`config.mk`:
```
export PLATFORM = sky130hd
export DESIGN_NAME = id_stage
export DESIGN_NICKNAME = d
export VERILOG_FILES = /design/src/logic/id_pkg.sv /design/src/logic/inst_decoder.sv /design/src/logic/regfile.sv /design/src/logic/operand_bypass.sv /design/src/logic/branch_unit.sv /design/src/logic/id_stage.sv
export VERILOG_INCLUDE_DIRS = /design/src /design/src/logic
export SDC_FILE = /design/constraint.sdc
export NUM_CORES = 2
export LEC_CHECK = 0
export BUFFER_PORTS_ARGS = -buffer_cell sky130_fd_sc_hd__buf_2
export CAP_MARGIN = 15
export CORE_ASPECT_RATIO = 1.5
export CORE_MARGIN = 5
export CORE_UTILIZATION = 29
export DETAILED_ROUTE_END_ITERATION = 8
export GPL_ROUTABILITY_DRIVEN = 0
export GPL_TIMING_DRIVEN = 0
export SYNTH_ARGS = -nofsm -noshare
export SYNTH_HDL_FRONTEND = slang
export SYNTH_SLANG_ARGS = --single-unit
export TNS_END_PERCENT = 5
```
`constraint.sdc`:
```
create_clock -name clk -period 17.9 [get_ports clk]
set_input_delay 0 -clock clk [delete_from_list [all_inputs] [get_ports clk]]
set_output_delay 0 -clock clk [all_outputs]
set_load 0.01 [all_outputs]
```
`src/logic/id_defs.svh`:
```
`ifndef ID_DEFS_SVH
`define ID_DEFS_SVH

`define WORD_W      32
`define REG_ADDR_W  5
`define REG_COUNT   32
`define ALU_OP_W    12
`define LINK_REG    1       // bl writes its return address here
`define PC_STEP     4

// major opcode, inst[31:26]
`define OP_ALU       6'h00
`define OP_LU12I     6'h05
`define OP_PCADDU12I 6'h07
`define OP_MEM       6'h0a
`define OP_JIRL      6'h13
`define OP_B         6'h14
`define OP_BL        6'h15
`define OP_BEQ       6'h16
`define OP_BNE       6'h17
`define OP_BLT       6'h18
`define OP_BGE       6'h19
`define OP_BLTU      6'h1a
`define OP_BGEU      6'h1b

`endif

```
`src/logic/id_pkg.sv`:
```
`include "id_defs.svh"

package id_pkg;

    typedef logic [`WORD_W-1:0]     word_t;
    typedef logic [`REG_ADDR_W-1:0] reg_addr_t;
    typedef logic [`ALU_OP_W-1:0]   alu_op_t;  // add sub slt sltu and nor or xor sll srl sra lui

    typedef struct packed {
        word_t pc;
        word_t inst;
    } if_id_t;

    typedef struct packed {
        logic      we;
        reg_addr_t addr;
        word_t     data;
    } wb_write_t;

    // one producer in a later stage, EXE or MEM
    typedef struct packed {
        logic      valid;
        logic      we;
        logic      is_load;
        reg_addr_t dest;
        word_t     result;
    } fwd_src_t;

    typedef struct packed {
        alu_op_t   alu_op;
        logic      src1_is_pc;
        logic      src2_is_imm;
        logic      res_from_mem;
        logic      gr_we;
        logic      mem_we;
        logic      mem_byte;
        logic      mem_half;
        logic      mem_unsigned;
        reg_addr_t dest;
        logic      src2_is_rd;      // second read port takes rd instead of rk
        logic      br_beq;
        logic      br_bne;
        logic      br_blt;
        logic      br_bge;
        logic      br_bltu;
        logic      br_bgeu;
        logic      br_jirl;
        logic      br_direct;       // b and bl
        word_t     imm;
        word_t     br_offs;
    } dec_ctrl_t;

    typedef struct packed {
        alu_op_t   alu_op;
        logic      src1_is_pc;
        logic      src2_is_imm;
        logic      res_from_mem;
        logic      gr_we;
        logic      mem_we;
        logic      mem_byte;
        logic      mem_half;
        logic      mem_unsigned;
        reg_addr_t dest;
        word_t     imm;
        word_t     pc;
        word_t     rj_value;
        word_t     rkd_value;
    } id_exe_t;

    typedef struct packed {
        logic  stall;
        logic  taken;
        word_t target;
    } br_t;

endpackage

```
`src/logic/inst_decoder.sv`:
```
`include "id_defs.svh"

module inst_decoder (
    input  id_pkg::word_t     inst,
    output id_pkg::dec_ctrl_t ctrl
);
    import id_pkg::*;

    logic [ 5:0] op_31_26;
    logic [ 3:0] op_25_22;
    logic [ 1:0] op_21_20;
    logic [ 4:0] op_19_15;
    logic [11:0] i12;
    logic [15:0] i16;
    logic [19:0] i20;
    logic [25:0] i26;
    logic        is_3r, is_shift_imm, is_alu_op;
    logic        inst_add_w, inst_sub_w, inst_slt, inst_sltu, inst_nor, inst_and;
    logic        inst_or, inst_xor, inst_sll_w, inst_srl_w, inst_sra_w;
    logic        inst_slli_w, inst_srli_w, inst_srai_w, inst_addi_w;
    logic        inst_slti, inst_sltui, inst_andi, inst_ori, inst_xori;
    logic        inst_lu12i_w, inst_pcaddu12i;
    logic        inst_ld_b, inst_ld_h, inst_ld_w, inst_ld_bu, inst_ld_hu;
    logic        inst_st_b, inst_st_h, inst_st_w;
    logic        inst_jirl, inst_b, inst_bl;
    logic        inst_beq, inst_bne, inst_blt, inst_bge, inst_bltu, inst_bgeu;
    logic        is_load, is_store, is_cond_br, is_link;
    logic        need_si20, need_ui12, need_si26;
    alu_op_t     alu_op;

    assign op_31_26 = inst[31:26];
    assign op_25_22 = inst[25:22];
    assign op_21_20 = inst[21:20];
    assign op_19_15 = inst[19:15];
    assign i12      = inst[21:10];
    assign i16      = inst[25:10];
    assign i20      = inst[24:5];
    assign i26      = {inst[9:0], inst[25:10]};

    // ============================================================
    // instruction match
    assign is_alu_op    = (op_31_26 == `OP_ALU);
    assign is_3r        = is_alu_op && (op_25_22 == 4'h0) && (op_21_20 == 2'h1);
    assign is_shift_imm = is_alu_op && (op_25_22 == 4'h1) && (op_21_20 == 2'h0);

    assign inst_add_w     = is_3r && (op_19_15 == 5'h00);
    assign inst_sub_w     = is_3r && (op_19_15 == 5'h02);
    assign inst_slt       = is_3r && (op_19_15 == 5'h04);
    assign inst_sltu      = is_3r && (op_19_15 == 5'h05);
    assign inst_nor       = is_3r && (op_19_15 == 5'h08);
    assign inst_and       = is_3r && (op_19_15 == 5'h09);
    assign inst_or        = is_3r && (op_19_15 == 5'h0a);
    assign inst_xor       = is_3r && (op_19_15 == 5'h0b);
    assign inst_sll_w     = is_3r && (op_19_15 == 5'h0e);
    assign inst_srl_w     = is_3r && (op_19_15 == 5'h0f);
    assign inst_sra_w     = is_3r && (op_19_15 == 5'h10);
    assign inst_slli_w    = is_shift_imm && (op_19_15 == 5'h01);
    assign inst_srli_w    = is_shift_imm && (op_19_15 == 5'h09);
    assign inst_srai_w    = is_shift_imm && (op_19_15 == 5'h11);
    assign inst_slti      = is_alu_op && (op_25_22 == 4'h8);
    assign inst_sltui     = is_alu_op && (op_25_22 == 4'h9);
    assign inst_addi_w    = is_alu_op && (op_25_22 == 4'ha);
    assign inst_andi      = is_alu_op && (op_25_22 == 4'hd);
    assign inst_ori       = is_alu_op && (op_25_22 == 4'he);
    assign inst_xori      = is_alu_op && (op_25_22 == 4'hf);
    assign inst_lu12i_w   = (op_31_26 == `OP_LU12I) && !inst[25];
    assign inst_pcaddu12i = (op_31_26 == `OP_PCADDU12I) && !inst[25];
    assign inst_ld_b      = (op_31_26 == `OP_MEM) && (op_25_22 == 4'h0);
    assign inst_ld_h      = (op_31_26 == `OP_MEM) && (op_25_22 == 4'h1);
    assign inst_ld_w      = (op_31_26 == `OP_MEM) && (op_25_22 == 4'h2);
    assign inst_st_b      = (op_31_26 == `OP_MEM) && (op_25_22 == 4'h4);
    assign inst_st_h      = (op_31_26 == `OP_MEM) && (op_25_22 == 4'h5);
    assign inst_st_w      = (op_31_26 == `OP_MEM) && (op_25_22 == 4'h6);
    assign inst_ld_bu     = (op_31_26 == `OP_MEM) && (op_25_22 == 4'h8);
    assign inst_ld_hu     = (op_31_26 == `OP_MEM) && (op_25_22 == 4'h9);
    assign inst_jirl      = (op_31_26 == `OP_JIRL);
    assign inst_b         = (op_31_26 == `OP_B);
    assign inst_bl        = (op_31_26 == `OP_BL);
    assign inst_beq       = (op_31_26 == `OP_BEQ);
    assign inst_bne       = (op_31_26 == `OP_BNE);
    assign inst_blt       = (op_31_26 == `OP_BLT);
    assign inst_bge       = (op_31_26 == `OP_BGE);
    assign inst_bltu      = (op_31_26 == `OP_BLTU);
    assign inst_bgeu      = (op_31_26 == `OP_BGEU);

    assign is_load    = inst_ld_b || inst_ld_h || inst_ld_w || inst_ld_bu || inst_ld_hu;
    assign is_store   = inst_st_b || inst_st_h || inst_st_w;
    assign is_cond_br = inst_beq || inst_bne || inst_blt || inst_bge || inst_bltu || inst_bgeu;
    assign is_link    = inst_jirl || inst_bl;   // alu computes pc + 4
    assign need_si20  = inst_lu12i_w || inst_pcaddu12i;
    assign need_ui12  = inst_andi || inst_ori || inst_xori;
    assign need_si26  = inst_b || inst_bl;

    // ============================================================
    // control fields
    assign alu_op[0]  = inst_add_w || inst_addi_w || is_load || is_store || is_link
                        || inst_pcaddu12i;
    assign alu_op[1]  = inst_sub_w;
    assign alu_op[2]  = inst_slt || inst_slti;
    assign alu_op[3]  = inst_sltu || inst_sltui;
    assign alu_op[4]  = inst_and || inst_andi;
    assign alu_op[5]  = inst_nor;
    assign alu_op[6]  = inst_or || inst_ori;
    assign alu_op[7]  = inst_xor || inst_xori;
    assign alu_op[8]  = inst_sll_w || inst_slli_w;
    assign alu_op[9]  = inst_srl_w || inst_srli_w;
    assign alu_op[10] = inst_sra_w || inst_srai_w;
    assign alu_op[11] = inst_lu12i_w;

    always_comb begin
        ctrl.alu_op       = alu_op;
        ctrl.src1_is_pc   = is_link || inst_pcaddu12i;
        ctrl.src2_is_imm  = is_shift_imm || inst_addi_w || inst_slti || inst_sltui || need_ui12
                            || need_si20 || is_load || is_store || is_link;
        ctrl.res_from_mem = is_load;
        ctrl.gr_we        = (|alu_op) && !is_store;  // zero for unknown encodings
        ctrl.mem_we       = is_store;
        ctrl.mem_byte     = inst_ld_b || inst_ld_bu || inst_st_b;
        ctrl.mem_half     = inst_ld_h || inst_ld_hu || inst_st_h;
        ctrl.mem_unsigned = inst_ld_bu || inst_ld_hu;
        ctrl.dest         = inst_bl ? reg_addr_t'(`LINK_REG) : inst[4:0];
        ctrl.src2_is_rd   = is_cond_br || is_store;
        ctrl.br_beq       = inst_beq;
        ctrl.br_bne       = inst_bne;
        ctrl.br_blt       = inst_blt;
        ctrl.br_bge       = inst_bge;
        ctrl.br_bltu      = inst_bltu;
        ctrl.br_bgeu      = inst_bgeu;
        ctrl.br_jirl      = inst_jirl;
        ctrl.br_direct    = need_si26;
        ctrl.imm          = is_link   ? word_t'(`PC_STEP) :
                            need_si20 ? {i20, 12'b0} :
                            need_ui12 ? {20'b0, i12} :
                                        {{20{i12[11]}}, i12};
        ctrl.br_offs      = need_si26 ? {{4{i26[25]}}, i26, 2'b0} :
                                        {{14{i16[15]}}, i16, 2'b0};
    end

endmodule

```
`src/logic/regfile.sv`:
```
`include "id_defs.svh"

module regfile (
    input  logic              clk,
    input  id_pkg::reg_addr_t raddr1,
    input  id_pkg::reg_addr_t raddr2,
    output id_pkg::word_t     rdata1,
    output id_pkg::word_t     rdata2,
    input  id_pkg::wb_write_t wr
);
    import id_pkg::*;

    word_t rf [`REG_COUNT];

    always_ff @(posedge clk) begin
        if (wr.we) begin
            rf[wr.addr] <= wr.data;
        end
    end

    // r0 is hardwired to zero on both read ports
    assign rdata1 = (raddr1 == '0) ? '0 : rf[raddr1];
    assign rdata2 = (raddr2 == '0) ? '0 : rf[raddr2];

endmodule

```
`src/logic/operand_bypass.sv`:
```
module operand_bypass (
    input  id_pkg::reg_addr_t raddr,
    input  logic              used,
    input  id_pkg::word_t     rf_data,
    input  id_pkg::fwd_src_t  exe_fwd,
    input  id_pkg::fwd_src_t  mem_fwd,
    input  id_pkg::wb_write_t wb,
    output id_pkg::word_t     value,
    output logic              load_hazard
);

    logic src_zero;
    logic exe_hit;
    logic mem_hit;
    logic wb_hit;

    assign src_zero = (raddr == '0);

    assign exe_hit = exe_fwd.valid && exe_fwd.we && (exe_fwd.dest == raddr);
    assign mem_hit = mem_fwd.valid && mem_fwd.we && (mem_fwd.dest == raddr);
    assign wb_hit  = wb.we && (wb.addr == raddr);

    // youngest producer wins
    always_comb begin
        if (src_zero) begin
            value = '0;
        end else if (exe_hit) begin
            value = exe_fwd.result;
        end else if (mem_hit) begin
            value = mem_fwd.result;
        end else if (wb_hit) begin
            value = wb.data;
        end else begin
            value = rf_data;
        end
    end

    // load data is not there until MEM
    assign load_hazard = used && !src_zero && exe_hit && exe_fwd.is_load;

endmodule

```
`src/logic/branch_unit.sv`:
```
module branch_unit (
    input  id_pkg::dec_ctrl_t ctrl,
    input  id_pkg::word_t     pc,
    input  id_pkg::word_t     rj_value,
    input  id_pkg::word_t     rkd_value,
    output logic              taken_cond,
    output id_pkg::word_t     target
);
    import id_pkg::*;

    logic  rj_eq_rkd;
    logic  rj_lt_rkd;
    logic  rj_ltu_rkd;
    word_t base;

    assign rj_eq_rkd  = (rj_value == rkd_value);
    assign rj_lt_rkd  = ($signed(rj_value) < $signed(rkd_value));
    assign rj_ltu_rkd = (rj_value < rkd_value);

    assign taken_cond = (ctrl.br_beq  &&  rj_eq_rkd)
                     || (ctrl.br_bne  && !rj_eq_rkd)
                     || (ctrl.br_blt  &&  rj_lt_rkd)
                     || (ctrl.br_bge  && !rj_lt_rkd)
                     || (ctrl.br_bltu &&  rj_ltu_rkd)
                     || (ctrl.br_bgeu && !rj_ltu_rkd)
                     || ctrl.br_jirl
                     || ctrl.br_direct;

    // jirl is register relative, everything else pc relative
    assign base   = ctrl.br_jirl ? rj_value : pc;
    assign target = base + ctrl.br_offs;

endmodule

```
`src/logic/id_stage.sv`:
```
module id_stage (
    input  logic              clk,
    input  logic              reset,
    input  logic              if_to_id_valid,
    input  id_pkg::if_id_t    if_to_id_bus,
    output logic              id_allowin,
    input  logic              exe_allowin,
    output logic              id_to_exe_valid,
    output id_pkg::id_exe_t   id_to_exe_bus,
    output id_pkg::br_t       br_bus,
    input  id_pkg::wb_write_t wb_bus,
    input  id_pkg::fwd_src_t  exe_fwd,
    input  id_pkg::fwd_src_t  mem_fwd
);
    import id_pkg::*;

    logic      id_valid;
    if_id_t    id_inst;
    dec_ctrl_t ctrl;
    logic      ready_go;
    logic      br_taken;
    logic      taken_cond;
    logic      is_cond_br;
    logic      rj_used;
    logic      rkd_used;
    logic      rj_hazard;
    logic      rkd_hazard;
    reg_addr_t rf_raddr1;
    reg_addr_t rf_raddr2;
    word_t     rf_rdata1;
    word_t     rf_rdata2;
    word_t     rj_value;
    word_t     rkd_value;
    word_t     br_target;

    // ============================================================
    // handshake and stage valid
    assign ready_go        = !(rj_hazard || rkd_hazard);
    assign id_allowin      = !id_valid || (ready_go && exe_allowin);
    assign id_to_exe_valid = id_valid && ready_go;
    assign br_taken        = id_valid && ready_go && taken_cond;

    always_ff @(posedge clk) begin
        if (reset) begin
            id_valid <= 1'b0;
        end else if (id_allowin) begin
            id_valid <= if_to_id_valid && !br_taken;  // drop the wrong-path fetch
        end
    end

    always_ff @(posedge clk) begin
        if (id_allowin && if_to_id_valid) begin
            id_inst <= if_to_id_bus;
        end
    end

    inst_decoder u_decoder (
        .inst (id_inst.inst),
        .ctrl (ctrl)
    );

    // ============================================================
    // operands
    assign rf_raddr1 = id_inst.inst[9:5];
    assign rf_raddr2 = ctrl.src2_is_rd ? id_inst.inst[4:0] : id_inst.inst[14:10];

    assign is_cond_br = ctrl.br_beq || ctrl.br_bne || ctrl.br_blt || ctrl.br_bge
                        || ctrl.br_bltu || ctrl.br_bgeu;
    // lu12i, pcaddu12i and bl do not read rj
    assign rj_used  = is_cond_br
                      || ((|ctrl.alu_op) && !ctrl.alu_op[11]
                          && !(ctrl.src1_is_pc && !ctrl.br_jirl));
    assign rkd_used = ctrl.src2_is_rd || ((|ctrl.alu_op) && !ctrl.src2_is_imm);

    regfile u_regfile (
        .clk    (clk),
        .raddr1 (rf_raddr1),
        .raddr2 (rf_raddr2),
        .rdata1 (rf_rdata1),
        .rdata2 (rf_rdata2),
        .wr     (wb_bus)
    );

    operand_bypass u_rj_bypass (
        .raddr       (rf_raddr1),
        .used        (rj_used),
        .rf_data     (rf_rdata1),
        .exe_fwd     (exe_fwd),
        .mem_fwd     (mem_fwd),
        .wb          (wb_bus),
        .value       (rj_value),
        .load_hazard (rj_hazard)
    );

    operand_bypass u_rkd_bypass (
        .raddr       (rf_raddr2),
        .used        (rkd_used),
        .rf_data     (rf_rdata2),
        .exe_fwd     (exe_fwd),
        .mem_fwd     (mem_fwd),
        .wb          (wb_bus),
        .value       (rkd_value),
        .load_hazard (rkd_hazard)
    );

    branch_unit u_branch (
        .ctrl       (ctrl),
        .pc         (id_inst.pc),
        .rj_value   (rj_value),
        .rkd_value  (rkd_value),
        .taken_cond (taken_cond),
        .target     (br_target)
    );

    // ============================================================
    // outputs
    always_comb begin
        id_to_exe_bus.alu_op       = ctrl.alu_op;
        id_to_exe_bus.src1_is_pc   = ctrl.src1_is_pc;
        id_to_exe_bus.src2_is_imm  = ctrl.src2_is_imm;
        id_to_exe_bus.res_from_mem = ctrl.res_from_mem;
        id_to_exe_bus.gr_we        = ctrl.gr_we;
        id_to_exe_bus.mem_we       = ctrl.mem_we;
        id_to_exe_bus.mem_byte     = ctrl.mem_byte;
        id_to_exe_bus.mem_half     = ctrl.mem_half;
        id_to_exe_bus.mem_unsigned = ctrl.mem_unsigned;
        id_to_exe_bus.dest         = ctrl.dest;
        id_to_exe_bus.imm          = ctrl.imm;
        id_to_exe_bus.pc           = id_inst.pc;
        id_to_exe_bus.rj_value     = rj_value;
        id_to_exe_bus.rkd_value    = rkd_value;
    end

    always_comb begin
        br_bus.stall  = id_valid && !ready_go;
        br_bus.taken  = br_taken;
        br_bus.target = br_target;
    end

endmodule

```
==> results.md <==
* Post-route ant nets at 0
* Routed wirelength normalized by instance count at 36.51 µm
* Total clock sinks at 1094
* Sequential area share after synthesis at 0.5890
* DIE HEIGHT at 546.6 µm
* Initial DRC Count at about 5500
* Hold Crit Class: input port to register
* Max Slew Vio Count at 0
* Synth Instances at around 3400
* Fillers at 18100
* Total grt overflow at 0
* Core area at ~0.19 mm²
* Vias in the first global route at between 40000 and 50000
* VDD IR max at 0.00007463 V
* Synth warn at 0
* All-Layer GR Usage at 0.2323
* Ys flop type: edfxtp_1
* Yosys top cell by area: edfxtp_1
* Leading cell type in the layout, fill and taps excluded: edfxtp_1
* Via/cell ratio at 6.040
* Setup TNS at 0 ns
* Multi-input logic area at 0.02131 mm²
* Detailed-route wire length at 242900 µm
* Lkg Pwr at 22.19 nW
* Fin crit period at between 10 and 15 ns
* Syn_area_per_cell at 16.43 µm²
* Post-cts sizing count at 0
* Clk pin slew, worst setup/hold paths at ~0.07 ns
* Final Hold Vio Count at 0
* Slew margin rel. at 0.07379
* Setup ws final at 7.675 ns
* DP Wirelength at 180200 µm
* Synthesized area at ~0.056 mm²
* CP startpoint kind: register
* Max-Cap Viols at 0
* Top post-synthesis cells by area: edfxtp_1 (59%), mux4_2 (21%), mux2i_1 (1.6%), buf_4 (1.4%), ha_1 (1.4%)
* Largest net degree at the start of global routing at 35
* Die ar. at between 0.2 and 0.25 mm²
* Post-CTS Setup Inserts at 0
* Inst Count DP at 6318
* Initial Util at 0.2907
* Layout Cells excl Fill at 6654
* Least-Margin Pin Slew at between 1 and 1.5 ns
* Fin nets at 4329
* Post-synth cell types at 78
* Row count at 197
* Run status: finished, final reports clean
* CTS H-tree depth at 3
* Die Width at 367.7 µm
* Data arrival, critical path at 10.22 ns
* CTS tree: done
* Critical Path Fanout Max at 10
* Root buffer cell: clkbuf_16
* P&R area growth vs syn at 20.41%
* Final setup skew at 0.02475 ns
* Maximum clock insertion buffer count at 3
* Async S/R FF share, synth at 0
* Commonest cells after routing, fill and taps aside: edfxtp_1 (1088), mux4_2 (517), buf_2 (420)
* Proportion of layout cells with a drive suffix above 1 at 0.3271
* Post-CTS Hold Buffers at 144
* Final core occ at 0.3500
* Drt first pass iters at 7
* Final cycle utilization of the critical path at 0.5712
* Synth top area share at 0.5869
* Seq. cell area at 0.03279 mm²
* Initial antenna violation count at 27
* Final setup fails at 0
* First-pass GRT wire length at roughly 330000 µm
* WP data required at 17.90 ns
* Max Freq at 97.80 MHz
* Seq cells post-synth at 1094
* Port Buffers at 367
* EDFF count, synth at 1088
* DRC at 0
* DR vias at roughly 40000
* TritonCTS Buffers at 96
* Critical path endpoint category: output pin
* Syn Nets at 3637
* Pwr Density at 95.39 mW/mm²
* Clk_lat worst skew at 0.74 ns
* Worst slack at placement at 9.061 ns
* Top Ports at between 300 and 400
* Final total power at 6.394 mW
* Unrepaired setup endpoints after global routing: no
* Critical path type: register to output pin
==> worst paths after layout <==
kind	startpoint	end	slack, ns	cells after the start
setup / recovery	id_inst[28]	br_bus[32]	7.68	23
hold reg to reg	id_valid	id_inst[29]	0.99	1
hold / removal	if_to_id_bus[20]	id_inst[20]	0.02	2
setup reg to reg	id_inst[28]	id_valid	8.05	22
==> layout make-up <==
type | count | share of cell area
timing repair buffer | 594 | 0.07149
multi-input combinational | 1941 | 0.3180
clock buffer | 112 | 0.03705
sequential | 1094 | 0.4892
inverter | 18 | 0.001083
clock inverter | 63 | 0.01014
buffer | 336 | 0.02630
tap | 2487 | 0.04642
antenna | 9 | 0.0003360
==> kinds of logic (layout without fill, tap and decap cells) <==
logic type               Yosys count  in the layout  synth area share
AO/OA/AOI/OAI                    461            461           0.05837
multiplexers                     645            645            0.2331
XOR/XNOR                          53             53          0.008338
other                              0              9                 0
buffers and inverters            354           1123           0.03275
AND/OR/NAND/NOR                  720            720           0.06437
flip-flops                      1094           1094            0.5890
adder cells (fa/ha/maj)           62             62           0.01407
==> through the flow <==
| stage | cell area, µm² | hold slack [ns] |
|---|---|---|
| floorplan | 55670 | 0.09887 |
| global placement | 60620 | 0.1784 |
| detailed placement | 62270 | 0.1781 |
| CTS | 66880 | 0.001591 |
| global route | 67020 | 0.005073 |
| finish | 67030 | 0.01759 |
==> where the power goes <==
part / internal [mW] / total [mW] / switching (mW)
registers: 2.86 / 2.88 / 0.0272
clock network: 1.16 / 2.17 / 1.01
logic: 0.502 / 1.33 / 0.832
total: 4.52 / 6.39 / 1.87
==> layer usage <==
metal / vias to the layer above / routed length [µm] / global-route usage
met1: 20250 / 74040 / 0.2403
met5: - / 189 / 0.0002374
met4: 32 / 29890 / 0.2273
li1: 15470 / - / -
met3: 1094 / 25730 / 0.05873
met2: 3335 / 113100 / 0.3796
==> cells in the mapped netlist (21+ instances only) <==
library cell / n
and3_1: 35
o21ai_0: 120
ha_1: 61
or3_1: 41
buf_1: 38
nor2_1: 179
a32o_1: 27
a22oi_1: 34
clkbuf_1: 148
o22ai_1: 39
nand3_1: 21
nor4_1: 40
mux2_2: 37
mux4_2: 517
a311o_1: 32
buf_2: 40
nand2_1: 193
a21o_1: 31
mux2i_1: 90
or4_1: 36
nor3_1: 91
buf_4: 103
edfxtp_1: 1088
a2111oi_0: 36
a211oi_1: 26
a21oi_1: 44
xnor2_1: 38
==> worst max-delay path, cell delays in order, from the launching register on <==
cell	delay (ns)
edfxtp_1	0.48
buf_2	0.24
nor4_4	0.63
nand4_4	0.36
and4_1	0.34
nor2_2	0.80
nor2_1	0.15
clkbuf_1	0.53
clkbuf_1	0.64
a311o_1	0.46
nor3_1	0.48
nor3_1	0.18
or4_1	0.54
ha_1	0.30
nand4_1	0.26
nor3_1	0.92
o21ai_0	0.35
or4b_2	0.45
a221oi_1	0.15
xor2_1	0.19
o41a_1	0.34
nor2_1	0.37
buf_4	0.18
buf_2	0.12
==> sequential cells by signal, indices dropped and copies added (netlist names), named ones only <==
| name | cells |
|---|---|
| id_inst | 32 |
| id_to_exe_bus | 32 |
| id_valid | 1 |
| u_regfile.rf | 1024 |
No activity file was read; power rests on OpenSTA's default activity.
